==> config.mk <==
export PLATFORM = sky130hd
export DESIGN_NAME = rback_merge
export DESIGN_NICKNAME = d
export VERILOG_FILES = /design/src/design/rback_pkg.sv /design/src/design/rback_merge.sv
export SDC_FILE = /design/constraint.sdc
export NUM_CORES = 1
export LEC_CHECK = 0
export BUFFER_PORTS_ARGS = -buffer_cell sky130_fd_sc_hd__buf_2
export CAP_MARGIN = 0
export CORE_MARGIN = 2
export CORE_UTILIZATION = 19
export DETAILED_ROUTE_END_ITERATION = 8
export PLACE_DENSITY = 0.78
export SYNTH_ARGS = -nofsm -noshare
export SYNTH_HDL_FRONTEND = slang
export SYNTH_SLANG_ARGS = --single-unit
export TNS_END_PERCENT = 5
==> constraint.sdc <==
create_clock -name vclk -period 0.8
set_clock_uncertainty 0.15 [all_clocks]
set_input_delay 0.12 -clock vclk [all_inputs]
set_output_delay 0.12 -clock vclk [all_outputs]
set_load 0.01 [all_outputs]
==> src/design/rback_pkg.sv <==
// shared widths, address windows and bus structs of the readback block
// windows are compared as ((addr ^ base) & mask) == 0, so bits outside the mask are ignored
// control and status read windows must stay disjoint, the combiner relies on it
package rback_pkg;

    localparam int wr_addr_bits = 14; // parallel command word address
    localparam int rd_addr_bits = 14; // burst start address on the read side
    localparam int rback_depth  = 11; // shadow memory, 2048 words
    localparam int status_depth = 4;  // status file, 16 words

    // write window captured into the shadow memory
    localparam logic [wr_addr_bits-1:0] control_addr      = 14'h0000;
    localparam logic [wr_addr_bits-1:0] control_addr_mask = 14'h3800;

    // read windows, one per store
    localparam logic [rd_addr_bits-1:0] control_rback_addr = 14'h0000;
    localparam logic [rd_addr_bits-1:0] control_rback_mask = 14'h3800;
    localparam logic [rd_addr_bits-1:0] status_rback_addr  = 14'h0800;
    localparam logic [rd_addr_bits-1:0] status_rback_mask  = 14'h3800;

    // one parallel command write
    typedef struct packed {
        logic [wr_addr_bits-1:0] waddr; // word address
        logic [31:0]             data;
        logic                    stb;   // one cycle per write
    } par_wr_t;

    // one status update pushed by the device
    typedef struct packed {
        logic [status_depth-1:0] addr;  // status file entry
        logic [31:0]             data;
        logic                    stb;   // writes at this edge
    } status_wr_t;

    // bus side read request
    typedef struct packed {
        logic [rd_addr_bits-1:0] pre_araddr;  // valid with start_burst
        logic                    start_burst; // one cycle pulse
        logic [rback_depth-1:0]  raddr;       // word index, valid with ren
        logic                    ren;         // one per word
    } rd_req_t;

    // read reply of one store
    typedef struct packed {
        logic [31:0] rdata;
        logic        selected; // this store owns the current burst
    } rd_rsp_t;

endpackage

==> src/design/rback_merge.sv <==
// merges the two store replies, purely combinational
// windows are disjoint so at most one flag is high, control wins if both ever are
// rdata is forced to zero while nothing is selected
`timescale 1ns/1ps

module rback_merge (
    input  rback_pkg::rd_rsp_t ctl_rsp,  // shadow memory reply
    input  rback_pkg::rd_rsp_t sts_rsp,  // status file reply
    output logic [31:0]        rdata,
    output logic               selected
);

    logic ctl_sel;
    logic sts_sel;

    assign ctl_sel = ctl_rsp.selected;
    assign sts_sel = sts_rsp.selected;

    // any store owning the burst
    assign selected = ctl_sel | sts_sel;

    always_comb begin
        if (ctl_sel) begin
            rdata = ctl_rsp.rdata;
        end else if (sts_sel) begin
            rdata = sts_rsp.rdata;
        end else begin
            rdata = '0; // no stale store data leaks out
        end
    end

endmodule

==> flow_metrics.env, run 1 <==
export IMPL_placed_area_um2=842
export IMPL_fmax_mhz=942
export IMPL_yosysWarnings=0
export IMPL_drt_vias_per_instance=4.57
export IMPL_status="finished with violations"
export IMPL_seq_cell_count=0
export IMPL_initial_utilization_pct=20.6
export IMPL_yosys_top_cells_area="a22o_1 71%, buf_6 12%, buf_2 4.1%"
export IMPL_critPathMaxStageDelay_ps=180
export IMPL_ys_types=7
export IMPL_core_rowCount=15
export IMPL_antenna_cells=0
export IMPL_crit_fanout=9
export IMPL_antenna_found_initial=0
export IMPL_drc_errors=0
export IMPL_final_instance_count_excl_fill=171
export IMPL_design_area_mm2=0.00103
export IMPL_post_drt_wl_per_cell_um=12.2
export IMPL_synth_area_um2=368
export IMPL_whs_ps=371
export IMPL_final_util_pct=57.8
export IMPL_setup_viol=33
export IMPL_hold_violations=0
export IMPL_grt_pass1_wl_mm=2.73
export IMPL_violations="negative setup slack"
export IMPL_rsz0062_at_grt="yes"
export IMPL_grt_max_degree=18
export IMPL_synth_top_cell_area_share_pct=71.4
export IMPL_tightestPinTransition_ps=131
export IMPL_crit_required_ps=530
export IMPL_crit_chain="buf_8 > nor2b_4 > buf_6 > a22o_1 > buf_2"
export IMPL_drive_gt1_share_pct=78.1
export IMPL_ir_drop_v=0.000305
export IMPL_period_needed_ps=1060
export IMPL_seq_area_frac_synth_pct=0
export IMPL_worst_path_max_delay_cell="a22o_1"
export IMPL_fin_ws_ps=-262
export IMPL_tns_ps=-7820
export IMPL_path_class="input port to primary output"
export IMPL_area_delta_synth_final_pct=180
export IMPL_grt_pass1_vias=730
export IMPL_drv_cap=0
export IMPL_p_leak_uw=0.000630
export IMPL_ant_nets=0
export IMPL_holdBufCountCts=0
export IMPL_hold_path_class="input port to primary output"
export IMPL_cp_start_kind="input port"
export IMPL_slew_viol_final=0
export IMPL_powerDensity_mw_per_mm2=610
export IMPL_nets=214
export IMPL_routed_via_count=781
export IMPL_numPortBuffers=99
export IMPL_clock_buffers=0
export IMPL_synth_net_count=111
export IMPL_cp_data_arrival_time_ps=790
export IMPL_die_x_um=48
export IMPL_coreArea_mm2=0.00178
export IMPL_post_route_period_util_pct=133
export IMPL_dr_pass1_iters=3
export IMPL_slew_headroom_pct=91.2
export IMPL_gp_congestion=0.629
export IMPL_grtUsageTotal_pct=15.9
export IMPL_place_inst=163
export IMPL_endpoint_kind="primary output"
export IMPL_wirelength_mm=2.08
export IMPL_syn_inst=45
export IMPL_syn_area_per_cell_um2=8.17
export IMPL_synth_top_cell_by_area="a22o_1"
export IMPL_num_io_pins=99
export IMPL_drt_initial_drc_count=2
export IMPL_dieArea_mm2=0.00230
export IMPL_grt_overflow=0
export IMPL_n_fill_cell=170
export IMPL_chipHeight_um=48
export IMPL_register_area_um2=0
cell type report:
class / instances / area [um2] / area share, %
repair buffers: 107 / 658 / 63.8
multi-input cells: 39 / 342 / 33.1
well taps: 25 / 31.3 / 3.03
report_power, final:
group	switching, uW	leakage, uW	total [uW]	internal [uW]
registers	0	0	0	0
logic	257	0.000630	629	372
clock network	0	0	0	0
per-stage QoR:
stage	power (uW)	worst slack (ps)
floorplan	260	-144
global placement	508	-542
detailed placement	517	-616
CTS	630	-261
global route	690	-297
finish	629	-262
kinds of logic (layout without fill, tap and decap cells):
group | Yosys count | count (layout) | synth area share (%)
AND/OR/NAND/NOR | 6 | 7 | 9.52
buffers and inverters | 7 | 107 | 16.3
AO/OA/AOI/OAI | 32 | 32 | 74.1
layout by cell type (no fill, tap or decap), drive strengths merged:
master and n:
a22o 30, buf 107, nand2 4, nor2b 2
o21ai 2, or2 1
layer usage:
layer	wire length (um)	part of all wire [%]	vias to the layer above	global-route usage (%)
li1	-	-	397	-
met1	789	38	329	16.7
met2	1090	52	55	34.7
met3	208	10	0	0.377
met4	0	0	0	1.62
met5	0	0	-	0
final timing paths:
kind | start | to | slack (ps) | depth (start not counted)
worst min-delay path | sts_rsp[0] | selected | 370 | 3
worst max-delay path | sts_rsp[0] | rdata[3] | -260 | 5
synth_stat cells:
cell and count:
a22o_1 30, buf_6 4, nand2_1 4, buf_2 3, o21ai_1 2, nor2b_4 1
or2_2 1
worst max-delay path: cells and delay by family:
kind / cells / cell delay (ps)
buf+inv: 3 / 370
compound gates: 1 / 180
simple gates: 1 / 120
what timing repair did:
| item | in CTS | in global routing |
|---|---|---|
| buffers inserted | 5 | 0 |
| pin swaps | 3 | 0 |
| gates cloned | 3 | 0 |
| resized for setup | 23 | 2 |
| setup endpoints to repair | 33 | 33 |
No activity file was read; power rests on OpenSTA's default activity.
==> run 2, diff against run 1 <==
- PLACE_DENSITY: 0.78 -> 0.89
- REMOVE_ABC_BUFFERS: unset -> 1
==> run 2 against run 1 <==
  * The run still ends with negative setup slack left
  * Global-route usage grew 1.9 points
  * Maximum frequency is 2.0% lower
  * Worst setup slack worse by 22 ps
  * Final cell count is 0.58% lower
  * Sequential share of layout area stayed put
  * Worst hold slack gained 5.8 ps
  * Non-clock buffer count down 1
  * Critical path type unchanged
==> flow_metrics.env, run 2 (synthesis results as in run 1) <==
export IMPL_status="finished with violations"
export IMPL_violations="negative setup slack"
export IMPL_coreArea_mm2=0.00178
export IMPL_grt_overflow=0
export IMPL_crit_required_ps=530
export IMPL_whs_ps=377
export IMPL_hold_start="ctl_rsp[31]"
export IMPL_routed_via_count=774
export IMPL_hold_path_class="input port to primary output"
export IMPL_seq_cell_count=0
export IMPL_initial_utilization_pct=20.6
export IMPL_num_io_pins=99
export IMPL_rsz0062_at_grt="yes"
export IMPL_antenna_cells=0
export IMPL_n_fill_cell=143
export IMPL_slew_viol_final=0
export IMPL_layout_common_cells="96 x buf_2, 30 x a22o_1, 4 x buf_12, 3 x buf_6"
export IMPL_antenna_found_initial=0
export IMPL_grtUsageTotal_pct=17.8
export IMPL_cp_start_kind="input port"
export IMPL_setup_viol=33
export IMPL_crit_fanout=15
export IMPL_cp_data_arrival_time_ps=810
export IMPL_chipHeight_um=48
export IMPL_placed_area_um2=857
export IMPL_clock_buffers=0
export IMPL_drive_gt1_share_pct=77.9
export IMPL_ant_nets=0
export IMPL_dr_pass1_iters=4
export IMPL_slew_headroom_pct=91.4
export IMPL_area_delta_synth_final_pct=173
export IMPL_grt_pass1_vias=711
export IMPL_multi_input_area_um2=337
export IMPL_powerDensity_mw_per_mm2=622
export IMPL_p_leak_uw=0.000614
export IMPL_numPortBuffers=99
export IMPL_hold_violations=0
export IMPL_dieArea_mm2=0.00230
export IMPL_die_x_um=48
export IMPL_fin_ws_ps=-284
export IMPL_final_common_cell="buf_2"
export IMPL_grt_max_degree=16
export IMPL_drt_initial_drc_count=12
export IMPL_nets=213
export IMPL_post_drt_wl_per_cell_um=13.8
export IMPL_path_class="input port to primary output"
export IMPL_drt_vias_per_instance=4.55
export IMPL_endpoint_kind="primary output"
export IMPL_period_needed_ps=1080
export IMPL_place_inst=165
export IMPL_final_instance_count_excl_fill=170
export IMPL_gp_congestion=0.722
export IMPL_fmax_mhz=922
export IMPL_ir_drop_v=0.000339
export IMPL_drc_errors=0
export IMPL_register_area_um2=0
export IMPL_drv_cap=0
export IMPL_design_area_mm2=0.00100
export IMPL_wirelength_mm=2.34
export IMPL_tns_ps=-8240
export IMPL_core_rowCount=15
export IMPL_grt_pass1_wl_mm=3.04
export IMPL_tightestPinTransition_ps=128
export IMPL_cp_startpoint="sts_rsp[0]"
export IMPL_post_route_period_util_pct=136
## run 2: cell count changes in the layout (fill, tap and decap cells not counted)
cell and delta:
buf_8 -1, buf_6 -3, buf_4 +2, nand2_2 +1, buf_16 -1, buf_12 +2, nand2_4 -1
## run 2: area by class of cell
type | count | share of cell area, %
repair buffers | 106 | 63.4
well taps | 25 | 3.11
multi-input cells | 39 | 33.5
## run 2: report_power, final
| group | leakage [uW] | internal (uW) | switching [uW] |
|---|---|---|---|
| Combinational | 0.000614 | 363 | 262 |
| Sequential | 0 | 0 | 0 |
| Clock | 0 | 0 | 0 |
## run 2: final timing paths
check                        to  slack [ps]  cells past startpoint
worst max-delay path   rdata[5]        -280                      5
worst min-delay path  rdata[30]         380                      4
## run 2: through the flow
step	total power, uW	worst slack (ps)	util, %
global placement	515	-524	48.1
detailed placement	526	-590	48.1
finish	625	-284	56.4
CTS	613	-269	56.0
floorplan	211	-246	-
global route	677	-306	56.4
## run 2: metal layers
layer | share of wire [%] | track usage [%]
met4 | 0.60 | 2.70
met2 | 56 | 36.5
met5 | 0 | 0
met1 | 36 | 19.6
met3 | 6.8 | 1.51
## run 2: critical path: stages
cell and delay, ps:
buf_6 100, nor2b_4 130, buf_12 140, a22o_1 180, buf_2 140
## run 2: what timing repair did
item,CTS,global route
endpoints found under the setup margin,33,33
hold buffers,0,0
pin swaps,2,0
resized for setup,15,2
buffers inserted,3,0
gates cloned,2,0
==> run 3, diff against run 2 <==
--- a/config.mk
+++ b/config.mk
@@ -16,3 +16,2 @@
 export SYNTH_HDL_FRONTEND = slang
 export SYNTH_SLANG_ARGS = --single-unit
-export TNS_END_PERCENT = 5
==> constraint.sdc (replaced) <==
create_clock -name vclk -period 0.8
set_clock_uncertainty 0.15 [all_clocks]
set_input_delay 0.04 -clock vclk [all_inputs]
set_output_delay 0.04 -clock vclk [all_outputs]
set_load 0.01 [all_outputs]
==> run 3 against run 2 <==
  * The flow still finishes with violations (negative setup slack)
  * Sequential share of layout area is the same
  * Via count decreased by 1.4%
  * Worst setup slack better by 170 ps
  * Maximum frequency rose by 19%
  * Core utilization down 0.28 points
  * Non-clock buffer count unchanged
  * Power fell by 1.5%
  * Critical path depth unchanged
==> flow_metrics.env, run 3 (synthesis results as in run 1) <==
export IMPL_dieArea_mm2=0.00230
export IMPL_p_leak_uw=0.000613
export IMPL_rsz0062_at_grt="yes"
export IMPL_fin_ws_ps=-111
export IMPL_chipHeight_um=48
export IMPL_crit_required_ps=610
export IMPL_ir_drop_v=0.000333
export IMPL_nets=213
export IMPL_fmax_mhz=1100
export IMPL_endpoint_kind="primary output"
export IMPL_drive_gt1_share_pct=75.9
export IMPL_drv_cap=0
export IMPL_status="finished with violations"
export IMPL_holdBufCountCts=0
export IMPL_ant_nets=0
export IMPL_post_drt_wl_per_cell_um=13.0
export IMPL_drt_vias_per_instance=4.49
export IMPL_wirelength_mm=2.21
export IMPL_grt_pass1_vias=684
export IMPL_clock_buffers=0
export IMPL_area_delta_synth_final_pct=172
export IMPL_path_class="input port to primary output"
export IMPL_grt_overflow=0
export IMPL_grt_max_degree=16
export IMPL_slew_headroom_pct=91.5
export IMPL_period_needed_ps=911
export IMPL_crit_fanout=15
export IMPL_layout_common_cells="96 x buf_2, 30 x a22o_1, 4 x nand2_1, 4 x buf_12"
export IMPL_n_fill_cell=145
export IMPL_routed_via_count=763
export IMPL_grtUsageTotal_pct=16.5
export IMPL_design_area_um2=1000
export IMPL_core_rowCount=15
export IMPL_final_common_cell="buf_2"
export IMPL_antenna_cells=0
export IMPL_violations="negative setup slack"
export IMPL_cp_data_arrival_time_ps=720
export IMPL_hold_violations=0
export IMPL_num_io_pins=99
export IMPL_register_area_um2=0
export IMPL_initial_utilization_pct=20.6
export IMPL_drt_initial_drc_count=5
export IMPL_setup_viol=31
export IMPL_cp_start_kind="input port"
export IMPL_drc_errors=0
export IMPL_slew_viol_final=0
export IMPL_coreArea_mm2=0.00178
export IMPL_seq_cell_count=0
export IMPL_placed_area_um2=857
export IMPL_hold_path_class="input port to primary output"
export IMPL_powerDensity_mw_per_mm2=616
export IMPL_antenna_found_initial=0
export IMPL_tightestPinTransition_ps=127
export IMPL_grt_pass1_wl_mm=2.85
export IMPL_numPortBuffers=99
export IMPL_dr_pass1_iters=3
export IMPL_die_x_um=48
export IMPL_gp_congestion=0.722
export IMPL_tns_ps=-2910
export IMPL_post_route_period_util_pct=114
-- run 3: through the flow --
stage	hold WS, ps	total power [uW]	util (%)	std cells	worst slack [ps]
final	224	615	56.1	170	-111
after detailed placement	226	526	48.1	165	-430
after CTS	226	609	55.6	170	-109
after global routing	248	669	56.1	170	-132
after global placement	220	515	48.1	165	-364
after floorplan	18.8	211	-	38	-85.9
-- run 3: final timing paths --
kind / to / slack (ps) / cells after the start / from
setup / recovery: rdata[26] / -110 / 5 / sts_rsp[0]
hold / removal: rdata[15] / 220 / 3 / sts_rsp[16]
-- run 3: area by class of cell --
cell class	instances	area (um2)	share of cell area, %
well taps	25	31.3	3.13
multi-input cells	39	328	32.8
repair buffers	106	641	64.1
-- run 3: power breakdown --
group | internal [uW] | total (uW) | switching, uW
Sequential | 0 | 0 | 0
Combinational | 362 | 615 | 253
Clock | 0 | 0 | 0
Total | 362 | 615 | 253
-- run 3: worst max-delay path: stages --
cell	delay [ps]
buf_8	100
nor2b_4	120
buf_12	140
a22o_1	180
buf_2	140
-- run 3: routing by layer --
metal | routed length, um | up-vias | part of all wire [%] | global-route usage, %
met2 | 1210 | 38 | 55 | 32.8
met4 | 13 | 0 | 0.59 | 3.78
met5 | 0 | - | 0 | 0
met3 | 168 | 2 | 7.6 | 1.13
met1 | 812 | 330 | 37 | 18.7
li1 | - | 393 | - | -
-- run 3: timing repair --
item	CTS	global route
endpoints found under the setup margin	33	32
gates resized for setup	13	2
gates cloned	2	0
endpoints found under the hold margin	0	0
buffers inserted	3	1
