===== config.mk =====
export PLATFORM = sky130hd
export DESIGN_NAME = status_capture
export DESIGN_NICKNAME = d
export VERILOG_FILES = /design/src/design/rback_pkg.sv /design/src/design/status_capture.sv
export SDC_FILE = /design/constraint.sdc
export NUM_CORES = 1
export LEC_CHECK = 0
export BUFFER_PORTS_ARGS = -buffer_cell sky130_fd_sc_hd__buf_2
export CAP_MARGIN = 15
export CORE_MARGIN = 10
export CORE_UTILIZATION = 45
export DETAILED_ROUTE_END_ITERATION = 10
export HOLD_SLACK_MARGIN = 0.1
export PLACE_DENSITY = 0.66
export SLEW_MARGIN = 20
export SYNTH_ARGS = -nofsm -noshare
export SYNTH_HDL_FRONTEND = slang
export SYNTH_SLANG_ARGS = --single-unit

===== constraint.sdc =====
create_clock -name mclk -period 2.05 [get_ports mclk]
set_input_delay 0.1025 -clock mclk [delete_from_list [all_inputs] [get_ports mclk]]
set_output_delay 0.1025 -clock mclk [all_outputs]
set_load 0.02 [all_outputs]

===== src/design/rback_pkg.sv =====
// shared widths, address windows and bus structs of the readback block
// windows are compared as ((addr ^ base) & mask) == 0, so bits outside the mask are ignored
// control and status read windows must stay disjoint, the combiner relies on it
package rback_pkg;

    localparam int wr_addr_bits = 14; // parallel command word address
    localparam int rd_addr_bits = 14; // burst start address on the read side
    localparam int rback_depth  = 11; // shadow memory, 2048 words
    localparam int status_depth = 4;  // status file, 16 words

    // write window captured into the shadow memory
    localparam logic [wr_addr_bits-1:0] control_addr      = 14'h0000;
    localparam logic [wr_addr_bits-1:0] control_addr_mask = 14'h3800;

    // read windows, one per store
    localparam logic [rd_addr_bits-1:0] control_rback_addr = 14'h0000;
    localparam logic [rd_addr_bits-1:0] control_rback_mask = 14'h3800;
    localparam logic [rd_addr_bits-1:0] status_rback_addr  = 14'h0800;
    localparam logic [rd_addr_bits-1:0] status_rback_mask  = 14'h3800;

    // one parallel command write
    typedef struct packed {
        logic [wr_addr_bits-1:0] waddr; // word address
        logic [31:0]             data;
        logic                    stb;   // one cycle per write
    } par_wr_t;

    // one status update pushed by the device
    typedef struct packed {
        logic [status_depth-1:0] addr;  // status file entry
        logic [31:0]             data;
        logic                    stb;   // writes at this edge
    } status_wr_t;

    // bus side read request
    typedef struct packed {
        logic [rd_addr_bits-1:0] pre_araddr;  // valid with start_burst
        logic                    start_burst; // one cycle pulse
        logic [rback_depth-1:0]  raddr;       // word index, valid with ren
        logic                    ren;         // one per word
    } rd_req_t;

    // read reply of one store
    typedef struct packed {
        logic [31:0] rdata;
        logic        selected; // this store owns the current burst
    } rd_rsp_t;

endpackage


===== src/design/status_capture.sv =====
// 16 entry status file written directly by device strobes
// an entry is readable the cycle after its strobe edge
// read path matches the shadow memory, only the low raddr bits are used
`timescale 1ns/1ps

module status_capture (
    input  logic                  mclk,
    input  logic                  axi_clk, // async reset, active high
    input  rback_pkg::status_wr_t status_wr,
    input  rback_pkg::rd_req_t    rd_req,
    output rback_pkg::rd_rsp_t    rsp
);

    logic [31:0] status_mem [0:2**rback_pkg::status_depth-1]; // latest word per entry

    logic                               select_w; // burst start in status window
    logic                               select_r;
    logic                               select_d;
    logic                               ren_d;
    logic                               rd;
    logic                               regen;
    logic [rback_pkg::status_depth-1:0] rindex;   // status entry being read
    logic [31:0]                        rdata_s1;
    logic [31:0]                        rdata_s2;

    assign select_w =
        (((rd_req.pre_araddr ^ rback_pkg::status_rback_addr) &
          rback_pkg::status_rback_mask) == '0);

    assign rindex = rd_req.raddr[rback_pkg::status_depth-1:0];
    assign rd     = rd_req.ren && select_r;
    assign regen  = ren_d && select_d;

    // device side, no staging register
    always_ff @(posedge mclk) begin
        if (status_wr.stb) begin
            status_mem[status_wr.addr] <= status_wr.data; // overwrite, no history kept
        end
    end

    always_ff @(posedge mclk or posedge axi_clk) begin
        if (axi_clk) begin
            select_r <= 1'b0;
            select_d <= 1'b0;
            ren_d    <= 1'b0;
        end else begin
            if (rd_req.start_burst) begin
                select_r <= select_w;
            end
            select_d <= select_r; // follows output stage
            ren_d    <= rd_req.ren;
        end
    end

    always_ff @(posedge mclk) begin
        if (rd) begin
            rdata_s1 <= status_mem[rindex];
        end
        if (regen) begin
            rdata_s2 <= rdata_s1; // holds until next enabled read
        end
    end

    assign rsp.rdata    = rdata_s2;
    assign rsp.selected = select_r;

endmodule


==> impl_results.md, run 1 <==
- RSZ-0062 raised after global routing: false
- Fill cells: 3508
- Internal Power: 18.7 mW
- R2R Path Start: status_mem[11][11]$_DFFE_PP_
- Critical-path maximum fanout: 1
- Die area: 0.0563 sq mm
- Worst-Skew Late Latency: 0.60 ns
- Synth warn: 0
- Initial Utilization: 45.6%
- Clock-pin slew on the worst setup and hold paths: 0.06 ns
- DRT Pass-1 Iters: 5
- Post-synth EDFFs: 576
- Synthesized cell area: 0.0212 sq mm
- Mapped Cells: 880
- Row count: 79
- Crit path capture type: flop
- CTS Buf Count: 54
- Number of global-route vias before repair: 10064
- # nets final: 1112
- Post-Syn Nets: 946
- Hold WC Path Type: input pin to flop
- Fmax: 693 MHz
- Post-synth top flop: edfxtp_1
- Maximum VDD drop: 0.712 mV
- Register area share after synthesis: 81.8%
- Share of flip-flops with an asynchronous set or reset: 0.518%
- PwrDens: 939 mW/mm^2
- CP Launch Point: status_mem[11][11]$_DFFE_PP_
- Synth area leader: edfxtp_1
- Gate power share: 5.0%
- Antenna viol nets, final: 0
- Fin crit period: 1.44 ns
- Hold Path Origin: rd_req[0]
- Post-DP HPWL: 22.0 mm
- Worst hold slack: 0.194 ns
- GRT overflow: 0
- WP data required: 2.38 ns
- Multi-input gate area: 0.00380 sq mm
- Post-cts sizing count: 0
- Post-route setup TNS: 0 ns
- Boundary pin count: 99
- Die width: 237 um
- Core area: 0.0466 sq mm
- Critical path type: flop to flop
- Htree depth: 2
- Sequential fraction of design power: 56.9%
- Fin Clk Skew: 0.0149 ns
- WP data arrival: 1.77 ns
- Vias: 9657
- Root Driver: clkbuf_16
- Lkg Pwr: 7.94 nW
- First-pass GRT wire length: 65.0 mm
- Most frequent cells after synthesis: 576 x edfxtp_1, 128 x mux4_2, 64 x a22oi_1
- Final cycle utilization of the critical path: 70.4%
- CTS tree: done
- Final Wtd Congestion: 0.702
- DRC violations left: 0
- Post-synth top area share: 81.5%
- First DRT Iteration DRCs: 952
- Post-synthesis register bit count: 579
- Mean area per synthesized cell: 24.1 sq um
- Max Buffers Root-to-Sink: 3
- Area growth, synth to finish: 17.5%
- Most instantiated library cell after synthesis: edfxtp_1
- Fin. Hold Viols: 0
- Worst relative slew slack: 63.3%
- Register area: 0.0174 sq mm
- GR Layer Usage met3: 2.87%
- Clock share of power: 38.1%
- Pin count of the biggest net entering global routing: 33
- Setup Viol. Count Final: 0
- Post-Route WL: 43.5 mm
- Type of origin of the critical path: flop
- Synth unique cells: 19
- Chip Height: 237 um
- Sw Pwr: 4.75 mW
- Fin. max-slew vios: 0
- Vias per cell: 5.72
- Fraction of layout cells with a size suffix above 1: 30.8%
- M2 GR Usage: 23.4%
- Antenna cells: 0
- Antenna violations before repair: 2
- CTS Sinks: 579
- Total chip power: 23.4 mW
- Routed len/inst: 25.8 um
- Slew @ Worst Pin: 0.551 ns
- Status: finished, final reports clean
- Buffers on Ports: 80
- Sw Share: 20.3%
- Top cells by area, synth: edfxtp_1 81%, mux4_2 14%, a22oi_1 2.3%
- GRT Total Usage: 15.4%
- MaxCap Viol Count: 0
- GR peak layer: met2
- M1 GR Usage: 22.5%
[flip-flops by register name (all words and copies together) (netlist names)]
name        count
ren_d           1
status_mem    512
rdata_s2       32
select_r        1
select_d        1
rdata_s1       32
[critical path, stage by stage (launching register included)]
cell and delay [ns]:
edfxtp_1 0.36, mux4_2 0.46, a22oi_1 0.23, nand2_1 0.12
[power by group through the flow]
stage	Clock, mW	Combinational [mW]	Sequential, mW
floorplan	0	0.616	13.6
global placement	0	1.10	13.6
detailed placement	0	1.13	13.6
CTS	9.14	1.19	13.3
global route	9.60	1.27	13.3
finish	8.92	1.17	13.3
[through the flow]
stage	cells	cell area, sq um	setup WS, ns	util, %
global placement	1560	23000	0.245	49.5
global route	1688	25000	0.551	53.6
floorplan	880	21300	-0.381	-
finish	1688	25000	0.607	53.6
CTS	1688	25000	0.544	53.6
detailed placement	1560	23000	0.237	49.5
[layer usage]
layer / routed length [um] / vias up
met5: 21 / -
met4: 780 / 4
met3: 3040 / 58
met2: 20300 / 323
met1: 19300 / 5165
li1: - / 4107
[cells by family (layout without fill, tap and decap cells)]
kind of cell           after synthesis  after routing  synth area share [%]
DFF                                579            579                  81.8
and+or+nand+nor                     62             62                  1.27
muxes                              128            128                  13.6
buffers and inverters               46            247                  1.03
AOI/OAI and AO/OA                   65             65                  2.30
[layout by cell type (no fill, tap or decap), types with 2 or more instances in the layout]
| cell | instances |
|---|---|
| a22oi_1 | 64 |
| and2_2 | 3 |
| buf_12 | 32 |
| buf_2 | 78 |
| buf_4 | 6 |
| clkbuf_1 | 11 |
| clkbuf_16 | 55 |
| clkinv_1 | 15 |
| clkinv_2 | 7 |
| clkinv_8 | 2 |
| dfrtp_1 | 3 |
| dlygate4sd3_1 | 37 |
| edfxtp_1 | 576 |
| inv_1 | 2 |
| mux4_2 | 128 |
| nand2_1 | 34 |
| nand2b_1 | 2 |
| nand3b_1 | 2 |
| nor2_4 | 13 |
| nor2b_4 | 2 |
| nor3_4 | 4 |
[path summary, 6_finish.rpt]
kind	to	slack [ns]	cells after the start
max reg2reg	rdata_s1[11]$_DFFE_PP_	0.61	3
min	ren_d$_DFF_PP0_	0.19	2
max in group asynchronous	select_r$_DFFE_PP0P_	1.43	4
max	rdata_s1[11]$_DFFE_PP_	0.61	3
min reg2reg	rdata_s2[18]$_DFFE_PP_	0.42	0
min in group asynchronous	ren_d$_DFF_PP0_	0.49	4
[area by class of cell]
class	count	area share, %
inverter	2	0.0301
timing repair buffer	154	5.85
multi-input combinational	255	15.2
clock inverter	25	0.532
tap	607	3.04
clock buffer	66	5.68
sequential	579	69.6
[what timing repair did]
| action | CTS | global route |
|---|---|---|
| setup buffers | 0 | 0 |
| hold endpoints to repair | 517 | 0 |
| hold buffers | 37 | 0 |
Power figures use the tool's default switching activity.
==> run 2: changes to the inputs <==
--- a/config.mk
+++ b/config.mk
@@ -11,7 +11,7 @@
 export CORE_UTILIZATION = 45
 export DETAILED_ROUTE_END_ITERATION = 10
 export HOLD_SLACK_MARGIN = 0.1
-export PLACE_DENSITY = 0.66
+export PLACE_DENSITY = 0.69
 export SLEW_MARGIN = 20
 export SYNTH_ARGS = -nofsm -noshare
 export SYNTH_HDL_FRONTEND = slang
==> constraint.sdc (replaced) <==
create_clock -name mclk -period 1.2 [get_ports mclk]
set_input_delay 0.06 -clock mclk [delete_from_list [all_inputs] [get_ports mclk]]
set_output_delay 0.06 -clock mclk [all_outputs]
set_load 0.02 [all_outputs]
==> impl_results.md, run 2 (same netlist as run 1, synthesis figures left out) <==
- Status: finished with violations
- Violations in the final reports: setup timing
- Reg2reg end: rdata_s1[18]$_DFFE_PP_
- Chip Height: 237 um
- Initial Utilization: 45.6%
- Antenna violations before repair: 2
- WP data arrival: 1.76 ns
- CTS Buf Count: 56
- RSZ-0062 raised after global routing: true
- Pre-CTS setup slack: -0.456 ns
- Top reg by flops: status_mem
- FF-to-FF path depth: 3
- Fraction of layout cells with a size suffix above 1: 39.3%
- Boundary pin count: 99
- Most frequent cells in the layout: 576 x edfxtp_1, 128 x mux4_2, 59 x clkbuf_16, 50 x buf_2, 50 x buf_4
- Clock-pin slew on the worst setup and hold paths: 0.06 ns
- Multi-input gate area: 0.00407 sq mm
- Critical path type: flop to flop
- Critical-path maximum fanout: 1
- Crit path to: rdata_s1[18]$_DFFE_PP_
- Hold WC Path Type: input pin to flop
- Area after DPL: 0.0236 sq mm
- Final Wtd Congestion: 0.735
- Fill cells: 3325
- FF-to-FF setup slack: -0.22 ns
- Post-Route WL: 46.1 mm
- Post-route setup TNS: -5.39 ns
- CP Launch Point: status_mem[3][18]$_DFFE_PP_
- Antenna viol nets, final: 0
- CTS Sinks: 579
- CTS tree: done
- Top flop regs: status_mem x512, rdata_s1 x32, rdata_s2 x32
- Max Buffers Root-to-Sink: 3
- Fmax: 703 MHz
- Final core utilization: 56.5%
- Lkg Pwr: 8.51 nW
- Fin. Hold Viols: 0
- Final worst slack: -0.223 ns
- Number of global-route vias before repair: 10491
- Vias per cell: 5.72
- Worst relative slew slack: 81.7%
- GRT overflow: 0
- Fin Clk Skew: 0.0101 ns
- Row count: 79
- Maximum VDD drop: 1.25 mV
- Die width: 237 um
- PwrDens: 1610 mW/mm^2
- GRT Total Usage: 16.2%
- Slew @ Worst Pin: 0.275 ns
- R2R Path Start: status_mem[3][18]$_DFFE_PP_
- Root Driver: clkbuf_16
- Placed Instances: 1616
- Setup Viol. Count Final: 57
- Fin area: 0.0263 sq mm
- Post-CTS Hold Buffers: 39
- Fin crit period: 1.42 ns
- Die area: 0.0563 sq mm
- DRT Pass-1 Iters: 4
- MaxCap Viol Count: 0
- Buffers on Ports: 80
- First-pass GRT wire length: 68.6 mm
- Area growth, synth to finish: 23.8%
- Non-filler instance count after layout: 1761
- Pin count of the biggest net entering global routing: 27
- First DRT Iteration DRCs: 904
- Crit path capture type: flop
- Final cycle utilization of the critical path: 119%
- DRC violations left: 0
- # nets final: 1175
- Max FFs per register: 512
- Fin. max-slew vios: 0
- Type of origin of the critical path: flop
- Worst-Skew Late Latency: 0.60 ns
- WP data required: 1.54 ns
- Htree depth: 2
- Core area: 0.0466 sq mm
- Post-DP HPWL: 25.9 mm
- Commonest non-fill, non-tap cell in the layout: edfxtp_1
- Worst hold slack: 0.0911 ns
- Antenna cells: 0
- Register area: 0.0174 sq mm
- Routed len/inst: 26.2 um
- Total chip power: 42.3 mW
- Vias: 10081
==> run 2: cell count changes in the layout (fill, tap and decap cells not counted), sizes merged <==
| cell | delta |
|---|---|
| dlygate4sd3 | +2 |
| clkbuf | +6 |
| inv | -1 |
| clkinv | +2 |
| clkinvlp | +1 |
| bufinv | +5 |
| buf | +58 |
==> run 2: layer usage <==
metal  share of wire, %  vias to the layer above  global-route usage [%]  wire length, um
met1                 42                     5389                    22.8            19400
met2                 49                      383                    25.9            22800
li1                   -                     4239                       -                -
met5              0.035                        -                       0               16
met4                1.9                        4                    4.30              862
met3                6.6                       66                    2.91             3040
==> run 2: worst min path at each step <==
| stage | startpoint | endpoint | cells after the start |
|---|---|---|---|
| floorplan | axi_clk | ren_d$_DFF_PP0_ | 1 |
| global placement | axi_clk | select_r$_DFFE_PP0P_ | 2 |
| detailed placement | axi_clk | select_r$_DFFE_PP0P_ | 2 |
| CTS | status_wr[36] | status_mem[0][21]$_DFFE_PP_ | 4 |
| global route | status_wr[36] | status_mem[0][21]$_DFFE_PP_ | 4 |
| finish | status_wr[36] | status_mem[0][21]$_DFFE_PP_ | 4 |
==> run 2: final cells by class <==
cell class	count	area share (%)
multi-input combinational	255	15.5
timing repair buffer	215	8.68
tap	607	2.89
clock inverter	32	1.12
sequential	579	66.1
clock buffer	71	5.71
inverter	2	0.0286
==> run 2: worst max-delay path: stages, from the launching register on <==
cell	delay, ns
edfxtp_1	0.37
mux4_2	0.50
a22oi_2	0.19
nand2_1	0.10
==> run 2: where the power goes <==
| part | leakage (nW) | switching, mW | internal (mW) |
|---|---|---|---|
| clock | 0.876 | 7.27 | 9.89 |
| sequential | 5.25 | 0.104 | 22.7 |
| combinational | 2.39 | 1.22 | 1.11 |
==> run 2: what timing repair did <==
item	CTS	global route
cloned	0	1
endpoints found under the hold margin	554	3
pin swaps	10	3
setup endpoints to repair	57	88
gates resized for setup	57	46
setup buffers	1	1
==> run 3: changes to the inputs <==
--- a/config.mk
+++ b/config.mk
@@ -12,6 +12,7 @@
 export DETAILED_ROUTE_END_ITERATION = 10
 export HOLD_SLACK_MARGIN = 0.1
 export PLACE_DENSITY = 0.69
+export RECOVER_POWER = 100
 export SLEW_MARGIN = 20
 export SYNTH_ARGS = -nofsm -noshare
 export SYNTH_HDL_FRONTEND = slang
==> impl_results.md, run 3 (same netlist as run 1, synthesis figures left out) <==
- Final cycle utilization of the critical path: 118%
- Fraction of layout cells with a size suffix above 1: 33.5%
- Gate power share: 5.2%
- Hold WC Path Type: input pin to flop
- Die width: 237 um
- Top flop regs: status_mem x512, rdata_s1 x32, rdata_s2 x32
- MaxCap Viol Count: 0
- CTS Sinks: 579
- CTS Buf Count: 56
- Antenna violations before repair: 2
- GRT Total Usage: 16.2%
- Fill cells: 3423
- Antenna cells: 0
- Critical Path, Cell by Cell: mux4_2, a22oi_2, nand2_1
- Worst hold slack: 0.173 ns
- Fin. max-slew vios: 0
- Final worst slack: -0.217 ns
- Row count: 79
- Status: finished with violations
- PwrDens: 1640 mW/mm^2
- Area growth, synth to finish: 21.1%
- Initial Utilization: 45.6%
- Slew @ Worst Pin: 0.843 ns
- Vias per cell: 5.71
- Worst-Skew Late Latency: 0.60 ns
- Core area: 0.0466 sq mm
- Routed len/inst: 26.2 um
- Max stage delay on crit path: 0.49 ns
- Clock share of power: 40.7%
- Final Wtd Congestion: 0.735
- GRT overflow: 0
- Sw Share: 20.3%
- Lkg Pwr: 8.24 nW
- Htree depth: 2
- Worst relative slew slack: 43.8%
- Setup Viol. Count Final: 65
- DRT Pass-1 Iters: 5
- Max FFs per register: 512
- Chip Height: 237 um
- Post-CTS Hold Buffers: 39
- Crit path capture type: flop
- Fin Clk Skew: 0.0104 ns
- First-pass GRT wire length: 68.6 mm
- Fin crit period: 1.42 ns
- Die area: 0.0563 sq mm
- Final core utilization: 55.2%
- Critical-path maximum fanout: 1
- Type of origin of the critical path: flop
- WP data required: 1.54 ns
- Antenna viol nets, final: 0
- Buffers on Ports: 80
- Sw Pwr: 8.55 mW
- Boundary pin count: 99
- Clock-pin slew on the worst setup and hold paths: 0.06 ns
- Top reg by flops: status_mem
- CTS tree: done
- Commonest non-fill, non-tap cell in the layout: edfxtp_1
- Sequential fraction of design power: 54.1%
- Non-filler instance count after layout: 1761
- DRC violations left: 0
- Placed Instances: 1616
- Number of global-route vias before repair: 10491
- Internal Power: 33.6 mW
- Violations in the final reports: setup timing
- Vias: 10063
- CP top delay family: multiplexers
- Critical path type: flop to flop
- Root Driver: clkbuf_16
- Buf+Inv Stages, Crit Path: 0
- Slowest stage cell, crit path: mux4_2
- First DRT Iteration DRCs: 855
- Fmax: 706 MHz
- Maximum VDD drop: 1.24 mV
- Most frequent cells in the layout: 576 x edfxtp_1, 128 x mux4_2, 63 x clkbuf_1, 59 x clkbuf_16, 46 x a22oi_2
- Pin count of the biggest net entering global routing: 27
- # nets final: 1175
- Fin. Hold Viols: 0
- RSZ-0062 raised after global routing: true
- Post-Route WL: 46.2 mm
- Max Buffers Root-to-Sink: 3
- Post-DP HPWL: 25.9 mm
- WP data arrival: 1.75 ns
-- run 3: through the flow --
stage          TNS (ns)  power, mW  instance area, sq um  worst slack [ns]
4_1_cts           -5.12       42.6                 26100            -0.235
6_report          -6.78       42.2                 25700            -0.217
5_1_grt          -15.06       43.5                 25700            -0.260
3_5_place_dp    -100.31       25.3                 23600            -0.456
3_3_place_gp     -96.28       25.2                 23600            -0.450
2_1_floorplan   -119.40       24.4                 21600            -0.569
-- run 3: layout make-up --
class	count	area (sq um)	share of cell area [%]
well taps	607	759	2.95
flip-flops and latches	579	17400	67.6
clock inverters	32	294	1.14
multi-input cells	255	3930	15.3
repair buffers	215	1850	7.20
clock buffers	71	1500	5.83
inverters	2	7.51	0.0292
-- run 3: metal layers --
layer | GRT usage [%] | up-vias | share of wire, %
met1 | 22.8 | 5360 | 41
met5 | 0 | - | 0.035
met3 | 2.91 | 67 | 7.5
li1 | - | 4231 | -
met2 | 25.9 | 401 | 49
met4 | 4.30 | 4 | 1.9
-- run 3: worst reg2reg max path: stages (launching register included) --
cell and delay [ns]:
edfxtp_1 0.37, mux4_2 0.49, a22oi_2 0.19, nand2_1 0.10
-- run 3: timing repair --
| item | in CTS | in global routing |
|---|---|---|
| pin swaps | 10 | 3 |
| gates cloned | 0 | 1 |
| endpoints found under the setup margin | 57 | 88 |
| hold endpoints to repair | 554 | 3 |
| gates resized for setup | 57 | 46 |
| buffers inserted | 1 | 1 |
-- run 3: power by group through the flow --
stage	clock network (mW)	registers (mW)	logic [mW]
after global placement	0	23.2	2.05
after detailed placement	0	23.2	2.10
after CTS	17.5	22.8	2.29
after global routing	18.3	22.8	2.37
final	17.2	22.8	2.21
after floorplan	0	23.2	1.16
-- run 3: path summary, 6_finish.rpt --
check	startpoint	end	slack (ns)	cells after the start
worst min-delay path	rd_req[0]	ren_d$_DFF_PP0_	0.17	2
max in group asynchronous	axi_clk	select_r$_DFFE_PP0P_	0.64	4
worst max-delay path	status_mem[3][18]$_DFFE_PP_	rdata_s1[18]$_DFFE_PP_	-0.22	3
min in group asynchronous	axi_clk	ren_d$_DFF_PP0_	0.43	4
worst min register to register	rdata_s1[3]$_DFFE_PP_	rdata_s2[3]$_DFFE_PP_	0.42	0
worst max register to register	status_mem[3][18]$_DFFE_PP_	rdata_s1[18]$_DFFE_PP_	-0.22	3
